$ cat src/logic/soc_pkg.sv
package soc_pkg;

	// ============================================================
	// Bus geometry
	// ============================================================

	localparam int DATA_W = 32;
	localparam int ADDR_W = 32;

	// One address word, seen from the near bus or from behind the bridge
	typedef union packed {
		struct packed {
			logic [3:0]  region;
			logic [27:0] offset;
		} near;
		struct packed {
			logic [3:0]  region;
			logic [3:0]  device;
			logic [23:0] offset;
		} far;
	} bus_addr_t;

	// ============================================================
	// Address map
	// ============================================================

	localparam logic [3:0] REGION_ROM    = 4'h0;
	localparam logic [3:0] REGION_RAM    = 4'h2;
	localparam logic [3:0] REGION_BRIDGE = 4'h5;

	localparam logic [3:0] DEV_TIMER  = 4'h5;
	localparam logic [3:0] DEV_SYSREG = 4'h9;

	// Memory contents and sizes
	localparam int ROM_WORDS = 64;
	localparam logic [DATA_W-1:0] ROM_STRIDE     = 32'h01010101;
	localparam logic [DATA_W-1:0] ROM_BASE_VALUE = 32'h00c0ffee;
	localparam int RAM_WORDS = 256;

	// Device registers as word indices into the 24-bit far offset
	localparam logic [DATA_W-1:0] DEVICE_ID = 32'd6;
	localparam logic [21:0] REG_ID      = 22'd0;
	localparam logic [21:0] REG_LEDS    = 22'd1;
	localparam logic [21:0] REG_SCRATCH = 22'd2;
	localparam logic [21:0] REG_COUNT   = 22'd0;
	localparam logic [21:0] REG_COMPARE = 22'd1;
	localparam logic [21:0] REG_CONTROL = 22'd2;

endpackage
$ cat src/logic/near_router.sv
module near_router (
	input  logic                       i_clock,
	input  logic                       i_reset,

	input  logic                       i_request,
	input  soc_pkg::bus_addr_t         i_address,
	output logic                       o_ready,
	output logic [soc_pkg::DATA_W-1:0] o_rdata,

	output logic                       o_mem_request,
	input  logic                       i_mem_ready,
	input  logic [soc_pkg::DATA_W-1:0] i_mem_rdata,

	output logic                       o_near_request,
	input  logic                       i_near_ready,
	input  logic [soc_pkg::DATA_W-1:0] i_near_rdata
);
	import soc_pkg::*;

	logic miss_ready;

	wire [3:0] region = i_address.near.region;
	// ROM and RAM share one target and the bank tells them apart
	wire mem_select = (region == REGION_ROM) || (region == REGION_RAM);
	wire bridge_select = (region == REGION_BRIDGE);

	assign o_mem_request = i_request && mem_select;
	assign o_near_request = i_request && bridge_select;

	// Late zero answer for holes in the map
	always_ff @(posedge i_clock) begin
		if (i_reset)
			miss_ready <= 1'b0;
		else
			miss_ready <= i_request && !mem_select && !bridge_select && !miss_ready;
	end

	always_comb begin
		if (mem_select) begin
			o_ready = i_mem_ready;
			o_rdata = i_mem_rdata;
		end else if (bridge_select) begin
			o_ready = i_near_ready;
			o_rdata = i_near_rdata;
		end else begin
			o_ready = miss_ready;
			o_rdata = '0;
		end
	end

endmodule

$ cat config.mk
export PLATFORM = sky130hd
export DESIGN_NAME = near_router
export DESIGN_NICKNAME = d
export VERILOG_FILES = /design/src/logic/soc_pkg.sv /design/src/logic/near_router.sv
export SDC_FILE = /design/constraint.sdc
export NUM_CORES = 1
export LEC_CHECK = 0
export BUFFER_PORTS_ARGS = -buffer_cell sky130_fd_sc_hd__buf_4
export CAP_MARGIN = 20
export CORE_MARGIN = 5
export CORE_UTILIZATION = 21
export CTS_CLUSTER_SIZE = 40
export DETAILED_ROUTE_END_ITERATION = 12
export GPL_ROUTABILITY_DRIVEN = 0
export PLACE_DENSITY = 0.86
export SETUP_SLACK_MARGIN = 0.5
export SYNTH_ARGS = -nofsm -noshare
export SYNTH_HDL_FRONTEND = slang
export SYNTH_SLANG_ARGS = --single-unit
$ cat constraint.sdc
create_clock -name i_clock -period 2.43 [get_ports i_clock]
set_input_delay 0.243 -clock i_clock [delete_from_list [all_inputs] [get_ports i_clock]]
set_output_delay 0.243 -clock i_clock [all_outputs]
set_load 0.02 [all_outputs]
# Word level (Yosys, flattened, before mapping)
# Index checks and enable logic that the tools add are counted.
[op_classes]
eq_ne = 2
mux = 4
reduce_logical = 10
[ops]
columns = ["operator", "count"]
rows = [
  ["32-bit 2-to-1 mux", 2],
  ["1-bit logical AND", 5],
  ["4-bit by 2-bit == test with 1-bit output (second input constant)", 1],
  ["4-bit by 3-bit == test with 1-bit output (second input constant)", 1],
  ["4-bit zero test", 1],
  ["1-bit zero test", 3],
  ["1-bit 2-to-1 mux", 2],
  ["1-bit logical OR", 1],
]
[totals]
register_bits = 1
inputBits = 101
wordCells = 17

# Logic depth before layout (Yosys ltp)
# Gate-level depths: netlist (run 1).
[logic_depth]
ltp_word = 6
mapped_depth = 4
mapped_depth_nobuf = 3

# Worst setup path after synthesis (run 1)
# Ideal clock, no wire load.
[synth_path]
path_type = "input to output"
start = "in i_address[31] (netlist name)"
end = "out o_ready"
arrival_ns = 1.044
required_time_ns = 2.187
path_slack_ns = 1.143
path_stages = 4
cell_sequence = "and4bb_1 buf_6 mux2i_1 o21ai_1"
[synth_via]
elab_chain_cells = 3
elab_cells_between_ends = 6
classes_between = "eq/ne: 2; mux: 2; reduce/logical: 2"
[synth_lines]
columns = ["item", "line", "rtl"]
rows = [
  ["start: declaration", "near_router.sv:6", "input soc_pkg::bus_addr_t i_address,"],
  ["4-bit by 3-bit == test with 1-bit output (tied with other cells)", "near_router.sv:25", "wire bridge_select = (region == REGION_BRIDGE);"],
  ["1-bit 2-to-1 mux or 1-bit logical OR (tied branches)", "near_router.sv:42, near_router.sv:24", ""],
  ["1-bit 2-to-1 mux *", "near_router.sv:39", "if (mem_select) begin"],
  ["end: declaration", "near_router.sv:7", "output logic o_ready,"],
]
# Every way passes the cells marked *; elsewhere a longest branch is shown, timed or not.

# Worst setup path in the final report (run 1)
# Ends and elaborated chain as after synthesis.

==> results of run 1 <==
[power breakdown]
group / internal, W / switching (W)
sequential: 0.0000178 / 0.000000502
combinational: 0.000123 / 0.0000765
clock: 0 / 0
[per-layer routing]
layer  global-route usage [%]  share of wire (%)
met1                     14.7                 33
met2                     28.4                 56
met3                     2.71                 11
met4                        0                  0
met5                        0                  0
[layout make-up]
class                   instances  area (um2)
well taps                      28        35.0
repair buffers                110         826
multi-input cells              42         358
flip-flops and latches          1        20.0
fillers                       200         931
[cells by family after synthesis]
| family | after synthesis | synth area share, % |
|---|---|---|
| buffers and inverters | 7 | 19.2 |
| multiplexers | 1 | 2.14 |
| flip-flops | 1 | 4.28 |
| AND/OR/NAND/NOR | 8 | 13.4 |
| AO/OA/AOI/OAI | 33 | 61.0 |
[worst max-delay path: cells and delay by family]
family          cells  cell delay (ps)
buf+inv             3              600
simple gates        1              250
mux                 1              230
compound gates      1               70
[Yosys cell counts, drive strengths merged]
cell type,count
nor2,1
dfxtp,1
and4bb,1
o21ai,1
and2,2
nor3,2
mux2i,1
buf,7
a22o,32
nand2,2
[path summary, 6_finish.rpt]
path,depth (start not counted),to,start,slack [ps]
hold / removal,4,miss_ready$_SDFF_PP0_,i_reset,510
setup reg to reg,3,miss_ready$_SDFF_PP0_,miss_ready$_SDFF_PP0_,1790
setup / recovery,6,o_ready,i_address[31],790
hold reg to reg,3,miss_ready$_SDFF_PP0_,miss_ready$_SDFF_PP0_,520
[through the flow]
stage	worst slack (ps)	hold slack, ps	cell area [um2]	util [%]
3_5_place_dp	775	511	1240	57.1
4_1_cts	767	510	1240	57.1
2_1_floorplan	1140	376	468	-
5_1_grt	678	521	1240	57.1
3_3_place_gp	809	496	1240	57.1
6_report	787	506	1240	57.1
==> impl_metrics.tcl, run 1 <==
set metrics [dict create \
    registers.top_by_ff_count "miss_ready" \
    ys_seq_elements 1 \
    final_net_count 256 \
    drc_errors 0 \
    die_x_um 57.2 \
    cts_hold_buf 0 \
    drt_iter0_markers 20 \
    critPathSlowestCell "buf_4" \
    clock.fmax_mhz 609 \
    path_clk_slew_ps 0 \
    die_h_um 57.2 \
    initial_core_util_pct 21.6 \
    grt_first_pass_wirelength_um 3840 \
    antenna_found_initial 0 \
    grt-ovfl-total 0 \
    rsz0062_at_grt "no" \
    portBuffers 107 \
    largestRegisters "miss_ready x1" \
    slew_headroom_pct 77.3 \
    stdcell_count 181 \
    finalCritPeriodShare_pct 67.6 \
    syn-num-nets 151 \
    setup_viol 0 \
    synth_cell_types 12 \
    slew_viol_final 0 \
    setup_tns_ps 0 \
    p_total_w 0.000217 \
    ios 136 \
    hpwlAfterDp_um 2250 \
    final_cell_mix "110 x buf_4, 32 x a22o_1, 2 x and2_1, 2 x nand2_1" \
    cp_data_required_time_ps 2190 \
    routed_wirelength_um 2560 \
    dieArea_um2 3270 \
    peakVddDrop_v 0.000105 \
    cpPeakStageDelay_ps 320 \
    cts_setup_buffers 0 \
    min_path_type "in2reg" \
    via_per_inst 4.72 \
    synthToLayoutAreaGrowth_pct 165 \
    grt.total_usage_pct 13.7 \
    max_cap_viol_count 0 \
    via_count 854 \
    path_class "in2out" \
    first_global_vias 887 \
    p_leak_nw 0.696 \
    n_antenna_cell 0 \
    critPathMaxFanout 35 \
    ant_nets 0 \
    postCtsResizedCells 0 \
    tightest_slew_ps 340 \
    path_cells "buf_4 > and4bb_1 > buf_4 > mux2i_1 > o21ai_1 > buf_4" \
    coreArea_um2 2170 \
    layout_commonest_cell "buf_4" \
    ys_seq_area_share_pct 4.28 \
    clock_skew_ps 0 \
    min_period_ps 1640 \
    yosysTopAreaCellShare_pct 59.9 \
    rows 17 \
    avgSynthCellArea_um2 9.36 \
    syn_inst 50 \
    largest_register_ffs 1 \
    status "completed" \
    synth_warnings 0 \
    first_pass_iters 5 \
    synth.area.top_cells "a22o_1 60%, buf_6 9.6%, buf_8 9.6%, dfxtp_1 4.3%, nor3_4 3.5%" \
    drive_gt1_share_pct 73.2 \
    routedWlPerCell_um 14.1 \
    critPathArrivalTime_ps 1400 \
    cp-start-kind "primary input" \
    grt_max_degree 36 \
    cellPowerDensity_nw_per_um2 176 \
    numPlacedInstances 181 \
    crit_top_cell "buf_4" \
    end_kind "primary output" \
    synth.largest_area_cell "a22o_1" \
    synthesis.area_um2 468 \
    hold_viol_final 0 \
    clk_latency_ps 0 \
]
Note: power is estimated with default switching activity, not from simulation.
==> run 2, diff against run 1 <==
--- a/config.mk
+++ b/config.mk
@@ -8,11 +8,11 @@
 export BUFFER_PORTS_ARGS = -buffer_cell sky130_fd_sc_hd__buf_4
 export CAP_MARGIN = 20
 export CORE_MARGIN = 5
-export CORE_UTILIZATION = 21
+export CORE_UTILIZATION = 19
 export CTS_CLUSTER_SIZE = 40
 export DETAILED_ROUTE_END_ITERATION = 12
 export GPL_ROUTABILITY_DRIVEN = 0
-export PLACE_DENSITY = 0.86
+export PLACE_DENSITY = 0.79
 export SETUP_SLACK_MARGIN = 0.5
 export SYNTH_ARGS = -nofsm -noshare
 export SYNTH_HDL_FRONTEND = slang
==> constraint.sdc (replaced) <==
create_clock -name i_clock -period 1.7 [get_ports i_clock]
set_input_delay 0.17 -clock i_clock [delete_from_list [all_inputs] [get_ports i_clock]]
set_output_delay 0.17 -clock i_clock [all_outputs]
set_load 0.02 [all_outputs]
==> impl_metrics.tcl, run 2 (synthesized netlist as in run 1, its figures left out) <==
set metrics [dict create \
    status "completed" \
    path_clk_slew_ps 0 \
    slew_headroom_pct 89.1 \
    synthToLayoutAreaGrowth_pct 176 \
    first_pass_iters 4 \
    p_leak_nw 0.712 \
    setup_tns_ps 0 \
    critPathMaxFanout 16 \
    final_net_count 258 \
    coreArea_um2 2410 \
    initial_core_util_pct 19.4 \
    stdcell_area_um2 1290 \
    end_kind "primary output" \
    die_x_um 59.6 \
    ant_nets 0 \
    final_cell_mix "107 x buf_4, 32 x a22o_1, 3 x buf_6, 2 x and2_1, 2 x nand2_1" \
    hold_viol_final 0 \
    largest_register_ffs 1 \
    peakVddDrop_v 0.000146 \
    rsz0062_at_grt "yes" \
    clock.fmax_mhz 805 \
    finalCritPeriodShare_pct 73.1 \
    via_count 838 \
    grt_first_pass_wirelength_um 3710 \
    cpPeakStageDelay_ps 370 \
    ios 136 \
    path_cells "buf_6 > and4bb_4 > buf_8 > a22o_1 > buf_4" \
    cp_data_required_time_ps 1530 \
    setup_viol 0 \
    die_h_um 59.6 \
    layout_commonest_cell "buf_4" \
    fin_util_pct 53.6 \
    largestRegisters "miss_ready x1" \
    critPathTopFamily "buffers and inverters" \
    intPower_w 0.000208 \
    cellPowerDensity_nw_per_um2 248 \
    clock_skew_ps 0 \
    routed_wirelength_um 2580 \
    path_class "in2out" \
    drc_errors 0 \
    first_global_vias 812 \
    p_comb_share_pct 91.8 \
    hpwlAfterDp_um 2270 \
    rows 18 \
    registers.top_by_ff_count "miss_ready" \
    slew_viol_final 0 \
    cp-start-kind "primary input" \
    min_period_ps 1240 \
    placed_area_um2 1250 \
    p_seq_share_pct 8.2 \
    n_antenna_cell 0 \
    power_switching_w 0.000112 \
    drt_iter0_markers 17 \
    dieArea_um2 3560 \
    tightest_slew_ps 163 \
    n_fill_cell 226 \
    critPathSlowestCell "and4bb_4" \
    grt-ovfl-total 0 \
    max_cap_viol_count 0 \
    clk_latency_ps 0 \
    cp_num_buf_inv 3 \
    antenna_found_initial 0 \
    p_sw_share_pct 35.0 \
    routedWlPerCell_um 13.9 \
    critPathArrivalTime_ps 1070 \
    min_path_type "in2reg" \
    grt.total_usage_pct 12.6 \
    grt_max_degree 21 \
    clockPowerShare_pct 0 \
    drive_gt1_share_pct 74.2 \
    portBuffers 107 \
    via_per_inst 4.53 \
]
run 2: final cells by class:
cell class                      count  area (um2)  share of cell area (%)
Sequential cell                     1        20.0                    1.55
Timing Repair Buffer              112         872                    67.5
Multi-Input combinational cell     42         362                    28.0
Tap cell                           30        37.5                    2.91
run 2: path summary, 6_finish.rpt:
path | end | slack (ps) | depth (start not counted) | from
setup / recovery | o_rdata[3] | 460 | 5 | i_address[29]
hold / removal | miss_ready$_SDFF_PP0_ | 420 | 4 | i_reset
setup reg to reg | miss_ready$_SDFF_PP0_ | 1090 | 3 | miss_ready$_SDFF_PP0_
hold reg to reg | miss_ready$_SDFF_PP0_ | 510 | 3 | miss_ready$_SDFF_PP0_
run 2: worst register-to-register path: stages (launching register included):
cell     delay, ps
dfxtp_1        290
nor2_1          90
nand2_1         70
nor3_2          80
run 2: power groups by stage:
stage / clock network, W / logic [W] / registers (W)
after floorplan: 0 / 0.000108 / 0.0000260
after global placement: 0 / 0.000282 / 0.0000261
after detailed placement: 0 / 0.000288 / 0.0000262
after CTS: 0 / 0.000293 / 0.0000262
after global routing: 0 / 0.000312 / 0.0000263
final: 0 / 0.000293 / 0.0000261
run 2: stage by stage:
stage | total power [W] | setup slack, ps | std cells | hold slack (ps)
after floorplan | 0.000134 | 559 | 50 | 303
after global placement | 0.000308 | 387 | 184 | 422
after detailed placement | 0.000315 | 363 | 184 | 426
after CTS | 0.000319 | 432 | 184 | 427
after global routing | 0.000338 | 419 | 185 | 440
final | 0.000320 | 458 | 185 | 423
run 2: routing by layer:
metal	vias to the layer above	global-route usage [%]	wire, um
met5	-	0	0
met4	0	0.316	0
met1	367	14.6	811
met2	48	25.7	1420
li1	423	-	-
met3	0	1.31	347
run 2: what timing repair did:
action	CTS	global route
buffers inserted	0	1
resized for setup	8	2
pin swaps	1	0
gates cloned	0	0
hold buffers	0	0
setup endpoints to repair	35	34
==> run 3, diff against run 2 <==
==> constraint.sdc (replaced) <==
create_clock -name i_clock -period 1.21 [get_ports i_clock]
set_input_delay 0.121 -clock i_clock [delete_from_list [all_inputs] [get_ports i_clock]]
set_output_delay 0.121 -clock i_clock [all_outputs]
set_load 0.02 [all_outputs]
==> impl_metrics.tcl, run 3 (synthesized netlist as in run 1, its figures left out) <==
set metrics [dict create \
    grtUsageMet3_pct 7.84 \
    drive_gt1_share_pct 95.6 \
    status "complete, but fails checks" \
    grt_first_pass_wirelength_um 5300 \
    routedWlPerCell_um 18.7 \
    layout_commonest_cell "buf_4" \
    rows 18 \
    violations "negative setup slack" \
    portBuffers 107 \
    cellPowerDensity_nw_per_um2 336 \
    cpPeakStageDelay_ps 430 \
    first_pass_iters 3 \
    rsz0062_at_grt "yes" \
    largest_register_ffs 1 \
    die_x_um 59.6 \
    ant_nets 0 \
    initial_core_util_pct 19.4 \
    setup_tns_ps -9.76 \
    cp-start-kind "primary input" \
    cp_data_required_time_ps 1090 \
    hpwlAfterDp_um 2570 \
    antenna_found_initial 0 \
    path_class "in2out" \
    registers.top_by_ff_count "miss_ready" \
    dp_slack_ps -39.7 \
    dieArea_um2 3560 \
    path_cells "buf_8 > and4bb_4 > buf_12 > a22o_1 > buf_6" \
    slew_viol_final 0 \
    finalCritPeriodShare_pct 101 \
    clock.fmax_mhz 822 \
    met1_usage_pct 18.3 \
    slew_headroom_pct 89.2 \
    ios 136 \
    n_antenna_cell 0 \
    setup_viol 2 \
    end_kind "primary output" \
    hold_viol_final 0 \
    peakVddDrop_v 0.000360 \
    max_cap_viol_count 0 \
    grt_max_degree 14 \
    first_global_vias 1087 \
    synthToLayoutAreaGrowth_pct 290 \
    numPlacedInstances 184 \
    use_met2_pct 40.2 \
    critPathTopFamily "simple AND/OR/NAND/NOR gates" \
    die_h_um 59.6 \
    coreArea_um2 2410 \
    drt_iter0_markers 14 \
    path_clk_slew_ps 0 \
    via_count 938 \
    min_path_type "in2reg" \
    fin_ws_ps -7.03 \
    cp_num_buf_inv 3 \
    clock_skew_ps 0 \
    tightest_slew_ps 159 \
    critPathArrivalTime_ps 1100 \
    min_period_ps 1220 \
    clk_latency_ps 0 \
    busiest_layer "met2" \
    grt.total_usage_pct 19.7 \
    grt-ovfl-total 0 \
    via_per_inst 4.96 \
    drc_errors 0 \
    largestRegisters "miss_ready x1" \
    stdcell_count 189 \
    final_net_count 262 \
    routed_wirelength_um 3540 \
    p_leak_nw 0.966 \
    critPathMaxFanout 13 \
    critPathSlowestCell "and4bb_4" \
    final_cell_mix "69 x buf_4, 39 x buf_6, 29 x a22o_4, 4 x buf_12" \
]
run 3: cell types whose count changed in the layout (fill, tap and decap cells not counted), moves of 2 or more:
cell	previous run	this run
a22o_1	32	3
a22o_4	0	29
and2_1	2	0
and2_4	0	2
buf_12	1	4
buf_16	0	3
buf_4	107	69
buf_6	3	39
run 3: path summary, 6_finish.rpt:
path	start	depth (start not counted)	slack [ps]	end
max reg2reg	miss_ready$_SDFF_PP0_	3	520	miss_ready$_SDFF_PP0_
min	i_reset	4	420	miss_ready$_SDFF_PP0_
max	i_address[31]	5	-7	o_rdata[31]
min reg2reg	miss_ready$_SDFF_PP0_	3	590	miss_ready$_SDFF_PP0_
run 3: final cells by class:
class	instances	area [um2]
flip-flops and latches	1	20.0
fillers	157	583
multi-input cells	42	634
repair buffers	116	1130
well taps	30	37.5
run 3: per-layer routing:
layer / vias to the layer above / routed length [um]
li1: 435 / -
met1: 433 / 992
met2: 66 / 2040
met3: 4 / 474
met4: 0 / 38
met5: - / 0
run 3: repair_timing:
item / CTS / global route
pin swaps: 3 / 3
gates resized for setup: 45 / 3
cloned: 3 / 0
hold buffers: 0 / 0
setup buffers: 2 / 0
endpoints found under the setup margin: 36 / 36
run 3: worst min-delay path: cells and delay by family:
kind / cells / cell delay (ps)
simple gates: 3 / 160
buf+inv: 1 / 80
run 3: metrics by stage:
stage / hold slack, ps / utilization, % / instance area [um2] / total power [W]
finish: 423 / 75.8 / 1830 / 0.000613
global route: 454 / 75.8 / 1830 / 0.000644
CTS: 388 / 75.0 / 1810 / 0.000604
detailed placement: 389 / 64.4 / 1550 / 0.000529
global placement: 375 / 64.4 / 1550 / 0.000521
floorplan: 254 / - / 722 / 0.000239
run 3: where the power goes:
group          internal [W]  switching [W]  leakage, nW  total (W)
Clock                     0              0            0          0
Sequential        0.0000358     0.00000174      0.00827  0.0000375
Combinational      0.000358       0.000217        0.957   0.000576
