## src/logic/soc_pkg.sv

```systemverilog
package soc_pkg;

	// ============================================================
	// Bus geometry
	// ============================================================

	localparam int DATA_W = 32;
	localparam int ADDR_W = 32;

	// One address word, seen from the near bus or from behind the bridge
	typedef union packed {
		struct packed {
			logic [3:0]  region;
			logic [27:0] offset;
		} near;
		struct packed {
			logic [3:0]  region;
			logic [3:0]  device;
			logic [23:0] offset;
		} far;
	} bus_addr_t;

	// ============================================================
	// Address map
	// ============================================================

	localparam logic [3:0] REGION_ROM    = 4'h0;
	localparam logic [3:0] REGION_RAM    = 4'h2;
	localparam logic [3:0] REGION_BRIDGE = 4'h5;

	localparam logic [3:0] DEV_TIMER  = 4'h5;
	localparam logic [3:0] DEV_SYSREG = 4'h9;

	// Memory contents and sizes
	localparam int ROM_WORDS = 64;
	localparam logic [DATA_W-1:0] ROM_STRIDE     = 32'h01010101;
	localparam logic [DATA_W-1:0] ROM_BASE_VALUE = 32'h00c0ffee;
	localparam int RAM_WORDS = 256;

	// Device registers as word indices into the 24-bit far offset
	localparam logic [DATA_W-1:0] DEVICE_ID = 32'd6;
	localparam logic [21:0] REG_ID      = 22'd0;
	localparam logic [21:0] REG_LEDS    = 22'd1;
	localparam logic [21:0] REG_SCRATCH = 22'd2;
	localparam logic [21:0] REG_COUNT   = 22'd0;
	localparam logic [21:0] REG_COMPARE = 22'd1;
	localparam logic [21:0] REG_CONTROL = 22'd2;

endpackage
```

## src/logic/bus_arbiter.sv

```systemverilog
module bus_arbiter (
	input  logic                       i_clock,
	input  logic                       i_reset,

	input  logic                       i_pa_request,
	input  soc_pkg::bus_addr_t         i_pa_address,
	output logic                       o_pa_ready,
	output logic [soc_pkg::DATA_W-1:0] o_pa_rdata,

	input  logic                       i_pb_request,
	input  logic                       i_pb_rw,
	input  soc_pkg::bus_addr_t         i_pb_address,
	input  logic [soc_pkg::DATA_W-1:0] i_pb_wdata,
	output logic                       o_pb_ready,
	output logic [soc_pkg::DATA_W-1:0] o_pb_rdata,

	input  logic                       i_pc_request,
	input  logic                       i_pc_rw,
	input  soc_pkg::bus_addr_t         i_pc_address,
	input  logic [soc_pkg::DATA_W-1:0] i_pc_wdata,
	output logic                       o_pc_ready,
	output logic [soc_pkg::DATA_W-1:0] o_pc_rdata,

	output logic                       o_bus_request,
	output logic                       o_bus_rw,
	output soc_pkg::bus_addr_t         o_bus_address,
	output logic [soc_pkg::DATA_W-1:0] o_bus_wdata,
	input  logic                       i_bus_ready,
	input  logic [soc_pkg::DATA_W-1:0] i_bus_rdata
);
	import soc_pkg::*;

	logic grant_a;
	logic grant_b;
	logic grant_c;
	logic [DATA_W-1:0] response_data;

	// A request still high in its own ready cycle is the finished one
	wire pending_a = i_pa_request && !o_pa_ready;
	wire pending_b = i_pb_request && !o_pb_ready;
	wire pending_c = i_pc_request && !o_pc_ready;
	wire busy = grant_a || grant_b || grant_c;

	// Fixed priority B over A over C with the grant held until the bus answers
	always_ff @(posedge i_clock) begin
		if (i_reset) begin
			grant_a <= 1'b0;
			grant_b <= 1'b0;
			grant_c <= 1'b0;
			o_pa_ready <= 1'b0;
			o_pb_ready <= 1'b0;
			o_pc_ready <= 1'b0;
		end else begin
			o_pa_ready <= 1'b0;
			o_pb_ready <= 1'b0;
			o_pc_ready <= 1'b0;
			if (!busy) begin
				grant_b <= pending_b;
				grant_a <= !pending_b && pending_a;
				grant_c <= !pending_b && !pending_a && pending_c;
			end else if (i_bus_ready) begin
				grant_a <= 1'b0;
				grant_b <= 1'b0;
				grant_c <= 1'b0;
				o_pa_ready <= grant_a;
				o_pb_ready <= grant_b;
				o_pc_ready <= grant_c;
			end
		end
	end

	always_ff @(posedge i_clock) begin
		if (busy && i_bus_ready)
			response_data <= i_bus_rdata;
	end

	// Read data shows only at the port being answered
	assign o_pa_rdata = o_pa_ready ? response_data : '0;
	assign o_pb_rdata = o_pb_ready ? response_data : '0;
	assign o_pc_rdata = o_pc_ready ? response_data : '0;

	assign o_bus_request = busy;
	// Instruction port only reads
	assign o_bus_rw = grant_b ? i_pb_rw : (grant_c ? i_pc_rw : 1'b0);
	assign o_bus_address = grant_b ? i_pb_address : (grant_c ? i_pc_address : i_pa_address);
	assign o_bus_wdata = grant_c ? i_pc_wdata : i_pb_wdata;

endmodule

```

## config.mk

```make
export PLATFORM = sky130hd
export DESIGN_NAME = bus_arbiter
export DESIGN_NICKNAME = d
export VERILOG_FILES = /design/src/logic/soc_pkg.sv /design/src/logic/bus_arbiter.sv
export SDC_FILE = /design/constraint.sdc
export NUM_CORES = 1
export LEC_CHECK = 0
export BUFFER_PORTS_ARGS = -buffer_cell sky130_fd_sc_hd__buf_4
export CORE_AREA = 2 2 141 143
export DETAILED_ROUTE_END_ITERATION = 7
export DIE_AREA = 0 0 143 145
export GPL_TIMING_DRIVEN = 0
export PLACE_DENSITY = 0.5
export RECOVER_POWER = 50
export SLEW_MARGIN = 20
export SYNTH_ARGS = -nofsm -noshare
export SYNTH_HDL_FRONTEND = slang
export SYNTH_SLANG_ARGS = --single-unit
```

## constraint.sdc

```tcl
create_clock -name i_clock -period 5.4 [get_ports i_clock]
set_clock_uncertainty 0.1 [all_clocks]
set_input_delay 1.08 -clock i_clock [delete_from_list [all_inputs] [get_ports i_clock]]
set_output_delay 1.08 -clock i_clock [all_outputs]
set_load 0.005 [all_outputs]
```

== Word-level counts from Yosys, hierarchy flattened ==
Index checks and enable logic that the tools add are counted.

* Register bits: 38
* Input bits: 200
* Output and inout bits: 165
* Word-level logic and storage cells: 37

* Equality and inequality tests: 1
* Muxes and demuxes: 12
* Bitwise gates (word level): 2
* Reductions and logical operators: 15

{| class="wikitable"
|+ Operators with widths
! operator !! number
|-
| 32-bit two-way mux || 6
|-
| 1-bit logical AND || 7
|-
| 1-bit two-way mux || 6
|-
| 1-bit zero test || 5
|-
| 3-bit OR reduction || 1
|-
| 1-bit logical OR || 2
|-
| 2-bit != test, second input constant || 1
|-
| 1-bit inverter || 2
|}

== Logic depth before layout (Yosys ltp) ==
Gate-level depths: netlist of the first run.

* Depth in word-level cells: 6
* Depth in mapped cells: 5
* Depth with buffers taken out: 3

== Worst setup path before layout of the first run ==
Ideal clock, no wire load.

* Path kind: input-to-reg
* From: input port i_bus_ready
* To: register response_data[0], enable pin
* Setup time: 425 ps
* Arrival time: 2528 ps
* Required time: 4875 ps
* Path slack: 2347 ps
* Cell stages on the path: 1
* Buffers on the path: 0
* Path through: nor2b_1

* Word-level cells in the longest chain between the ends: 1

{| class="wikitable"
|+ Ends and longest elaborated chain
! what !! RTL line !! source
|-
| start: declaration || bus_arbiter.sv:28 || <nowiki>input logic i_bus_ready,</nowiki>
|-
| 1-bit logical AND || bus_arbiter.sv:73 || <nowiki>if (busy && i_bus_ready)</nowiki>
|-
| end signal: assignment || bus_arbiter.sv:74 || <nowiki>response_data <= i_bus_rdata;</nowiki>
|-
| end: declaration || bus_arbiter.sv:36 || <nowiki>logic [DATA_W-1:0] response_data;</nowiki>
|}

No other way between the ends.
A chain may end at the register's enable or synchronous reset.

== Worst setup path in the final report of the first run ==
* From: input port i_bus_ready
* To: register response_data[19], enable pin

The elaborated chain is that of the path after synthesis.

==> results of run 1 <==
==> metrics by stage <==
stage / cell area, µm² / hold slack, ns
after floorplan: 2980 / 0.379
after global placement: 6040 / 0.404
after detailed placement: 6070 / 0.408
after CTS: 6230 / 0.418
after global routing: 6150 / 0.436
final: 6150 / 0.389
==> sequential cells by signal, summed over array words and instances, names as in the netlist <==
name           count
grant_a            1
grant_b            1
grant_c            1
o_pa_ready         1
o_pb_ready         1
o_pc_ready         1
response_data     32
==> cells by family (layout without fill, tap and decap cells) <==
kind of cell	Yosys count	in the layout	share of synthesized area
flops	38	38	0.363
buf+inv	25	397	0.0660
simple gates	147	147	0.281
compound gates	36	36	0.0606
mux	64	64	0.229
==> per-layer routing <==
layer  part of all wire  routed length [µm]
met2               0.51                7490
met5                  0                   0
met3              0.093                1360
met4              0.012                 178
met1               0.38                5550
==> report_power, final <==
part	total [mW]	internal, mW	switching (mW)
clock network	0.330	0.214	0.117
registers	0.353	0.341	0.0122
logic	0.335	0.209	0.125
total	1.02	0.764	0.254
==> tightest hold or removal path, cell delays in order (launching register included) <==
cell and delay [ns]:
dfxtp_1 0.32, nand2b_1 0.07, a21oi_1 0.05
==> final timing paths <==
check | startpoint | end | slack (ns) | depth (start not counted)
max reg2reg | grant_b | response_data[19] | 2.33 | 3
min | grant_a | grant_a | 0.39 | 2
max | i_bus_ready | response_data[19] | 1.97 | 3
min reg2reg | grant_a | grant_a | 0.39 | 2
==> cell type report <==
cell class / count / share of cell area
timing repair buffer: 365 / 0.438
multi-input combinational: 247 / 0.274
sequential: 38 / 0.176
tap: 265 / 0.0539
buffer: 24 / 0.0313
clock buffer: 5 / 0.0203
clock inverter: 2 / 0.00549
inverter: 1 / 0.000610
==> cells in the final DEF (no fill, tap or decap), drive strengths merged <==
cell type / n
dfxtp: 6
bufinv: 1
and2: 99
a21oi: 2
clkbuf: 81
nand3: 1
mux2i: 32
nand2b: 4
buf: 313
edfxtp: 32
nand2: 36
o21ai: 34
mux2: 32
nor2: 2
nand3b: 1
nor3: 1
inv: 1
clkinv: 1
nor2b: 2
nand4b: 1
==> flow_summary_export.csv, run 1 <==
group,metric,value,unit
run_status,outcome,"finished clean",
setup_path,crit_slowest_cell,"clkbuf_1",
setup_path,crit_family,"buffers and inverters",
logic_synthesis,yosysTopAreaCellShare,0.323,
detailed_routing,drc,0,
global_route,grt_pass1_wl,20900,µm
setup_path,required,5.19,ns
clock_network,clkLatencyLatePin,0.28,ns
logic_synthesis,ys_types,22,
power_and_ir_drop,power_leakage,2.86,nW
logic_synthesis,ys_ff_latch,38,
sta,slew_violations,0,
logic_synthesis,async_flop_share,0,
logic_synthesis,synth-seq-area-share,0.363,
min_path,hp-class,"reg -> reg",
detailed_routing,vias_per_cell,3.75,
global_route,grt_util_met1,0.145,
logic_synthesis,syn_inst,310,
floorplanning,fp.coreArea,0.0192,mm²
clock_network,clk_path_buf_depth,2,
clock_network,postCtsHoldBufs,0,
setup_path,worst-setup-path-type,"in -> reg",
setup_path,cp-end-kind,"flip-flop",
setup_path,cp_max_fo,21,
clock_network,cts_post_setup_buffers_inserted,0,
sta,finalSetupViolations,0,
finish,num_antenna_cells,0,
finish,nFillCells,2047,
place,dp.cells,940,
sta,min_period_over_period,0.635,
global_route,gr-usage-all-layers,0.130,
floorplanning,dieArea,0.0207,mm²
finish,nets,882,
logic_synthesis,yosys_warnings,0,
logic_synthesis,yosysTopAreaCell,"edfxtp_1",
clock_network,cts_sinks,38,
global_route,grt_use_met2,0.246,
sta,worst_slew_pin_slew,1.27,ns
finish,regArea,0.00108,mm²
sta,setup_tns,0,ns
floorplanning,dieWidth,143,µm
clock_network,cts_inserted_buffers,5,
place,numPortBuffers,364,
clock_network,htree_num_levels,2,
floorplanning,start_util,0.155,
setup_path,start_kind,"input port",
global_route,grt_max_degree,22,
clock_network,cts_tree,"built",
logic_synthesis,ys.flop_type,"edfxtp_1",
logic_synthesis,syn_avg_cell_area,9.60,µm²
clock_network,clock-root-buffer,"clkbuf_16",
power_and_ir_drop,ir_drop,112,µV
finish,area_growth,107,%
finish,multiInputGateArea,0.00169,mm²
sta,maxSlewHeadroom,0.154,
sta,grt_setup_unrepaired,"false",
detailed_routing,wl_per_cell,15.4,µm
place,hpwlAfterDp,12100,µm
logic_synthesis,synth_nets,510,
floorplanning,io_pins,365,
global_route,overflow,0,
logic_synthesis,yosysMostFrequentCell,"and2_1",
setup_path,cp.arrival,3.22,ns
sta,setup_slack,1.97,ns
global_route,grt_use_met3,0.0320,
detailed_routing,drt-initial-drc-count,93,
power_and_ir_drop,power.density,166,mW/mm²
power_and_ir_drop,finalPower,1.02,mW
logic_synthesis,synth_area,0.00298,mm²
sta,fin_crit,3.43,ns
logic_synthesis,synth_edf_count,32,
setup_path,critPathBufInv,2,
logic_synthesis,ys_top_cells_by_count,"and2_1 (99), nand2_1 (36), edfxtp_1 (32), mux2_2 (32), mux2i_1 (32)",
floorplanning,die_height,145,µm
place,dp_slack,2.56,ns
detailed_routing,first_pass_iters,4,
clock_network,path_clk_slew,0.06,ns
setup_path,slowest_delay,1.00,ns
detailed_routing,drt_wl_total,14600,µm
finish,fin_cells,947,
sta,fmax,0.292,GHz
sta,hold_viol_final,0,
place,place.gp.congestion,0.807,
global_route,antenna_found_initial,0,
detailed_routing,ant_nets,0,
finish,drive_gt1_frac,0.592,
logic_synthesis,synth.area.top_cells,"edfxtp_1 (32%), and2_1 (21%), mux2_2 (12%), mux2i_1 (11%), nand2_1 (4.5%)",
clock_network,cts.repair.resized,0,
floorplanning,floorplan.rows,51,
run,maxCapViolations,0,
setup_path,cpMostUsedCell,"clkbuf_1",
finish,fin_util,0.320,
global_route,busiest_layer,"met2",
global_route,grt_pass1_vias,3602,
setup_path,path_cells,"clkbuf_1 > nor2b_1 > clkbuf_1",
detailed_routing,vias,3554,
Power figures use the tool's default switching activity.
==> inputs of run 2 (changes only) <==
- CORE_AREA: 2 2 141 143 -> 2 2 143 145
- DIE_AREA: 0 0 143 145 -> 0 0 145 147
- PLACE_DENSITY: 0.5 -> 0.49
- clock period: 5.4 -> 3.26 ns (I/O delays scaled with it)
==> run 2 against run 1 <==
Effect of this change: worst hold slack lost 0.0082 ns; non-clock buffer count unchanged; largest power group unchanged; cell area about the same; critical path type is now reg -> out; first-iteration DRC count down 22%; highest routed layer unchanged; wire length increased by 5.1%; sequential cell count unchanged.
==> flow_summary_export.csv, run 2 (synthesis gave the netlist of run 1 again) <==
group,metric,value,unit
detailed_routing,first_pass_iters,4,
sta,setup_tns,0,ns
finish,layout_commonest_cell,"buf_4",
clock_network,cts.repair.resized,0,
finish,nFillCells,2142,
place,place.gp.congestion,0.725,
clock_network,postCtsHoldBufs,0,
global_route,grt_pass1_wl,22700,µm
setup_path,cp-end-kind,"output pin",
setup_path,start_kind,"flip-flop",
finish,largest_reg_flops,32,
place,postPlaceCellArea,0.00607,mm²
finish,nets,882,
global_route,overflow,0,
clock_network,clkLatencyLatePin,0.28,ns
global_route,grt_util_met1,0.163,
clock_network,clk_path_buf_depth,2,
floorplanning,die_height,147,µm
floorplanning,floorplan.rows,52,
clock_network,cts_inserted_buffers,5,
setup_path,worst-setup-path-type,"reg -> out",
power_and_ir_drop,finalPower,1.70,mW
setup_path,r2r_end,"response_data[18]",
sta,whs,0.380,ns
sta,fmax,0.388,GHz
finish,num_antenna_cells,0,
finish,final_cell_mix,"buf_4 (300), and2_1 (92), clkbuf_4 (56)",
setup_path,r2r_start,"grant_b",
global_route,busiest_layer,"met2",
clock_network,cts_tree,"built",
finish,fin_cells,953,
setup_path,rr_worst_depth,3,
global_route,antenna_found_initial,0,
place,numPortBuffers,364,
setup_path,r2r_slack,0.73,ns
sta,grt_setup_unrepaired,"false",
detailed_routing,drt-initial-drc-count,73,
power_and_ir_drop,power.density,276,mW/mm²
finish,regMostFlops,"response_data",
clock_network,cts_sinks,38,
power_and_ir_drop,ir_drop,218,µV
min_path,min_path_cells,2,
finish,area_growth,107,%
min_path,holdPathEnd,"grant_a",
sta,maxSlewHeadroom,0.419,
sta,worst_slew_pin_slew,0.869,ns
detailed_routing,vias_per_cell,3.75,
detailed_routing,wl_per_cell,16.1,µm
detailed_routing,ant_nets,0,
floorplanning,io_pins,365,
sta,hold_viol_final,0,
detailed_routing,drc,0,
floorplanning,fp.coreArea,0.0198,mm²
min_path,hp-class,"reg -> reg",
power_and_ir_drop,power_leakage,2.87,nW
place,hpwlAfterDp,12900,µm
finish,drive_gt1_frac,0.586,
run,maxCapViolations,0,
global_route,grt_max_degree,24,
clock_network,htree_num_levels,2,
sta,fin_crit,2.58,ns
clock_network,clock-root-buffer,"clkbuf_16",
min_path,min_from,"grant_a",
floorplanning,dieWidth,145,µm
floorplanning,start_util,0.150,
global_route,gr-usage-all-layers,0.138,
clock_network,path_clk_slew,0.05,ns
global_route,grt_use_met3,0.0472,
detailed_routing,vias,3576,
place,dp.cells,945,
setup_path,required,2.51,ns
run_status,outcome,"finished clean",
global_route,grt_pass1_vias,3747,
sta,min_period_over_period,0.790,
clock_network,cts_post_setup_buffers_inserted,0,
setup_path,cp.arrival,1.83,ns
detailed_routing,drt_wl_total,15300,µm
sta,finalSetupViolations,0,
finish,postLayoutCellArea,0.00615,mm²
setup_path,cp_max_fo,10,
floorplanning,dieArea,0.0213,mm²
sta,slew_violations,0,
global_route,grt_use_met2,0.241,
[run 2: changes by cell type in the layout (fill, tap and decap cells not counted)]
cell / before / now
buf_6: 3 / 2
clkbuf_1: 23 / 26
mux2_2: 32 / 29
buf_2: 3 / 2
buf_4: 303 / 300
and2_1: 81 / 92
clkinv_1: 1 / 0
clkbuf_2: 0 / 1
and2_0: 18 / 7
mux2_1: 0 / 3
clkbuf_4: 53 / 56
[run 2: layout make-up]
| class | count | area (µm²) | share of cell area |
|---|---|---|---|
| clock inverter | 1 | 30.0 | 0.00488 |
| sequential | 38 | 1080 | 0.176 |
| multi-input combinational | 247 | 1690 | 0.274 |
| clock buffer | 7 | 133 | 0.0216 |
| timing repair buffer | 365 | 2700 | 0.439 |
| inverter | 1 | 3.75 | 0.000610 |
| buffer | 24 | 176 | 0.0287 |
| tap | 270 | 338 | 0.0549 |
[run 2: per-layer routing]
metal  vias to the layer above  wire (µm)  part of all wire
met5                         -          0                 0
met4                         0        240             0.016
met3                        15       1430             0.093
met2                       197       7600              0.50
met1                      1571       6050              0.39
li1                       1793          -                 -
[run 2: worst max-delay path by stage]
stage | cells past startpoint | start | slack [ns] | endpoint
final | 3 | grant_b | 0.68 | o_bus_address[29]
after global routing | 3 | grant_b | 0.38 | response_data[0]
after CTS | 5 | grant_b | 0.63 | o_bus_address[20]
after global placement | 2 | i_bus_ready | -0.43 | response_data[14]
after floorplan | 1 | i_bus_ready | 0.64 | response_data[0]
after detailed placement | 5 | grant_b | 0.95 | o_bus_address[20]
[run 2: critical path: stages, from the launching register on]
cell	delay, ns
dfxtp_1	0.51
clkbuf_1	0.56
o21ai_1	0.27
buf_4	0.20
[run 2: per-stage QoR]
stage / util / setup WS [ns]
final: 0.310 / 0.683
after global routing: 0.310 / 0.380
after CTS: 0.314 / 0.632
after floorplan: - / 0.635
after global placement: 0.305 / -0.430
after detailed placement: 0.306 / 0.946
[run 2: power breakdown]
part | internal [mW] | switching (mW)
combinational | 0.344 | 0.219
clock | 0.362 | 0.189
sequential | 0.564 | 0.0216
total | 1.27 | 0.429
==> inputs of run 3 (changes only) <==
- CORE_AREA: 2 2 143 145 -> 2 2 141 143
- DIE_AREA: 0 0 145 147 -> 0 0 143 145
- PLACE_DENSITY: 0.49 -> 0.52
- clock period: 3.26 -> 2.2 ns (I/O delays scaled with it)
==> run 3 against run 2 <==
Effect of this change: register-to-register slack worse by 0.41 ns; worst hold slack lost 0.13 ns; sequential cell count is the same; first-iteration DRC count is 27% lower; core utilization increased by 0.96 points; count of clock-buffer cells in the layout decreased by 1; worst setup slack got worse by 0.60 ns; power rose by 41%; critical endpoint is now o_bus_address[20]; largest cell class unchanged; largest power group unchanged.
==> flow_summary_export.csv, run 3 (synthesis gave the netlist of run 1 again) <==
group,metric,value,unit
power_and_ir_drop,power.density,390,mW/mm²
sta,grt_setup_unrepaired,"false",
global_route,grt_max_degree,18,
min_path,hp-class,"in -> reg",
finish,drive_gt1_frac,0.594,
floorplanning,dieWidth,143,µm
clock_network,postCtsHoldBufs,0,
finish,regMostFlops,"response_data",
global_route,antenna_found_initial,0,
setup_path,cp_max_fo,10,
finish,final_cell_mix,"buf_4 (296), and2_1 (97), clkbuf_4 (53)",
clock_network,cts_inserted_buffers,5,
setup_path,required,1.66,ns
detailed_routing,drc,0,
setup_path,worst-setup-path-type,"reg -> out",
power_and_ir_drop,pwr-share-comb,0.349,
floorplanning,floorplan.rows,51,
sta,hold_viol_final,0,
sta,maxSlewHeadroom,0.376,
finish,fin_cells,947,
finish,layout_commonest_cell,"buf_4",
clock_network,path_clk_slew,0.06,ns
global_route,grt_pass1_vias,3616,
power_and_ir_drop,sequentialPowerShare,0.362,
clock_network,cts_tree,"built",
detailed_routing,vias,3597,
finish,postLayoutCellArea,0.00614,mm²
global_route,overflow,0,
place,dp_slack,0.310,ns
run_status,outcome,"finished clean",
setup_path,cp.arrival,1.58,ns
sta,min_period_over_period,0.962,
sta,setup_slack,0.0839,ns
detailed_routing,drt-initial-drc-count,53,
floorplanning,start_util,0.155,
place,dp.cells,940,
run,maxCapViolations,0,
power_and_ir_drop,ir_drop,350,µV
detailed_routing,wl_per_cell,15.8,µm
finish,nFillCells,2039,
global_route,gr-usage-all-layers,0.134,
sta,fmax,0.473,GHz
floorplanning,fp.coreArea,0.0192,mm²
power_and_ir_drop,intPower,1.77,mW
power_and_ir_drop,power_leakage,2.86,nW
finish,multiInputGateArea,0.00170,mm²
finish,num_antenna_cells,0,
power_and_ir_drop,switching_share,0.261,
global_route,grt_pass1_wl,21300,µm
finish,area_growth,106,%
detailed_routing,drt_wl_total,15000,µm
detailed_routing,ant_nets,0,
setup_path,cp-end-kind,"output pin",
finish,regArea,0.00108,mm²
sta,fin_crit,2.12,ns
place,place.gp.congestion,0.828,
finish,largest_reg_flops,32,
setup_path,start_kind,"flip-flop",
clock_network,clkLatencyLatePin,0.28,ns
detailed_routing,first_pass_iters,5,
place,numPortBuffers,364,
floorplanning,dieArea,0.0207,mm²
clock_network,htree_num_levels,2,
clock_network,cts_sinks,38,
clock_network,clk_path_buf_depth,2,
detailed_routing,vias_per_cell,3.80,
place,hpwlAfterDp,12700,µm
sta,slew_violations,0,
sta,worst_slew_pin_slew,0.931,ns
floorplanning,die_height,145,µm
sta,finalSetupViolations,0,
sta,setup_tns,0,ns
clock_network,clock-root-buffer,"clkbuf_16",
place,postPlaceCellArea,0.00607,mm²
floorplanning,io_pins,365,
finish,fin_util,0.320,
power_and_ir_drop,power.switching,0.623,mW
finish,nets,882,
power_and_ir_drop,power.share.clock,0.289,
[run 3: cell count changes in the layout (fill, tap and decap cells not counted), moves of 3 or more]
cell	before	now
clkbuf_4	56	53
mux2_2	29	32
buf_4	300	296
clkbuf_2	1	5
and2_1	92	97
mux2_1	3	0
and2_0	7	2
[run 3: worst paths after layout]
check | from | to | depth (start not counted) | slack, ns
setup / recovery | grant_c | o_bus_address[20] | 6 | 0.08
setup reg to reg | grant_c | response_data[12] | 4 | 0.32
hold reg to reg | grant_a | grant_a | 2 | 0.41
hold / removal | i_bus_rdata[20] | response_data[20] | 1 | 0.25
[run 3: worst max-delay path, cell delays in order, from the launching register on]
cell and delay [ns]:
dfxtp_1 0.30, buf_6 0.13, buf_12 0.14, buf_12 0.15
mux2i_1 0.12, o21ai_1 0.27, buf_4 0.17
[run 3: per-layer routing]
metal,up-vias,share of wire,global-route usage
li1,1796,-,-
met1,1614,0.38,0.149
met2,178,0.53,0.256
met3,9,0.088,0.0363
met4,0,0.0061,0.0193
met5,-,0,0
[run 3: power groups by stage]
stage	registers (mW)	logic [mW]	clock network [mW]
4_1_cts	0.867	0.868	0.716
2_1_floorplan	0.868	0.282	0
5_1_grt	0.875	0.903	0.736
3_3_place_gp	0.882	0.852	0
3_5_place_dp	0.882	0.865	0
6_report	0.866	0.835	0.690
[run 3: area by class of cell]
type,instances,share of cell area
Inverter,1,0.000611
Sequential cell,38,0.176
Buffer,24,0.0298
Timing Repair Buffer,365,0.440
Tap cell,265,0.0540
Clock inverter,1,0.00122
Multi-Input combinational cell,247,0.277
Clock buffer,6,0.0210
[run 3: per-stage QoR]
step / hold WS, ns / power, mW
after floorplan: 0.379 / 1.15
after global placement: 0.401 / 1.73
after detailed placement: 0.408 / 1.75
after CTS: 0.221 / 2.45
after global routing: 0.242 / 2.51
final: 0.253 / 2.39
[run 3: repair_timing]
action                     in CTS  in global routing
setup buffers                   0                  0
resized for setup               0                  3
setup endpoints to repair       0                  4
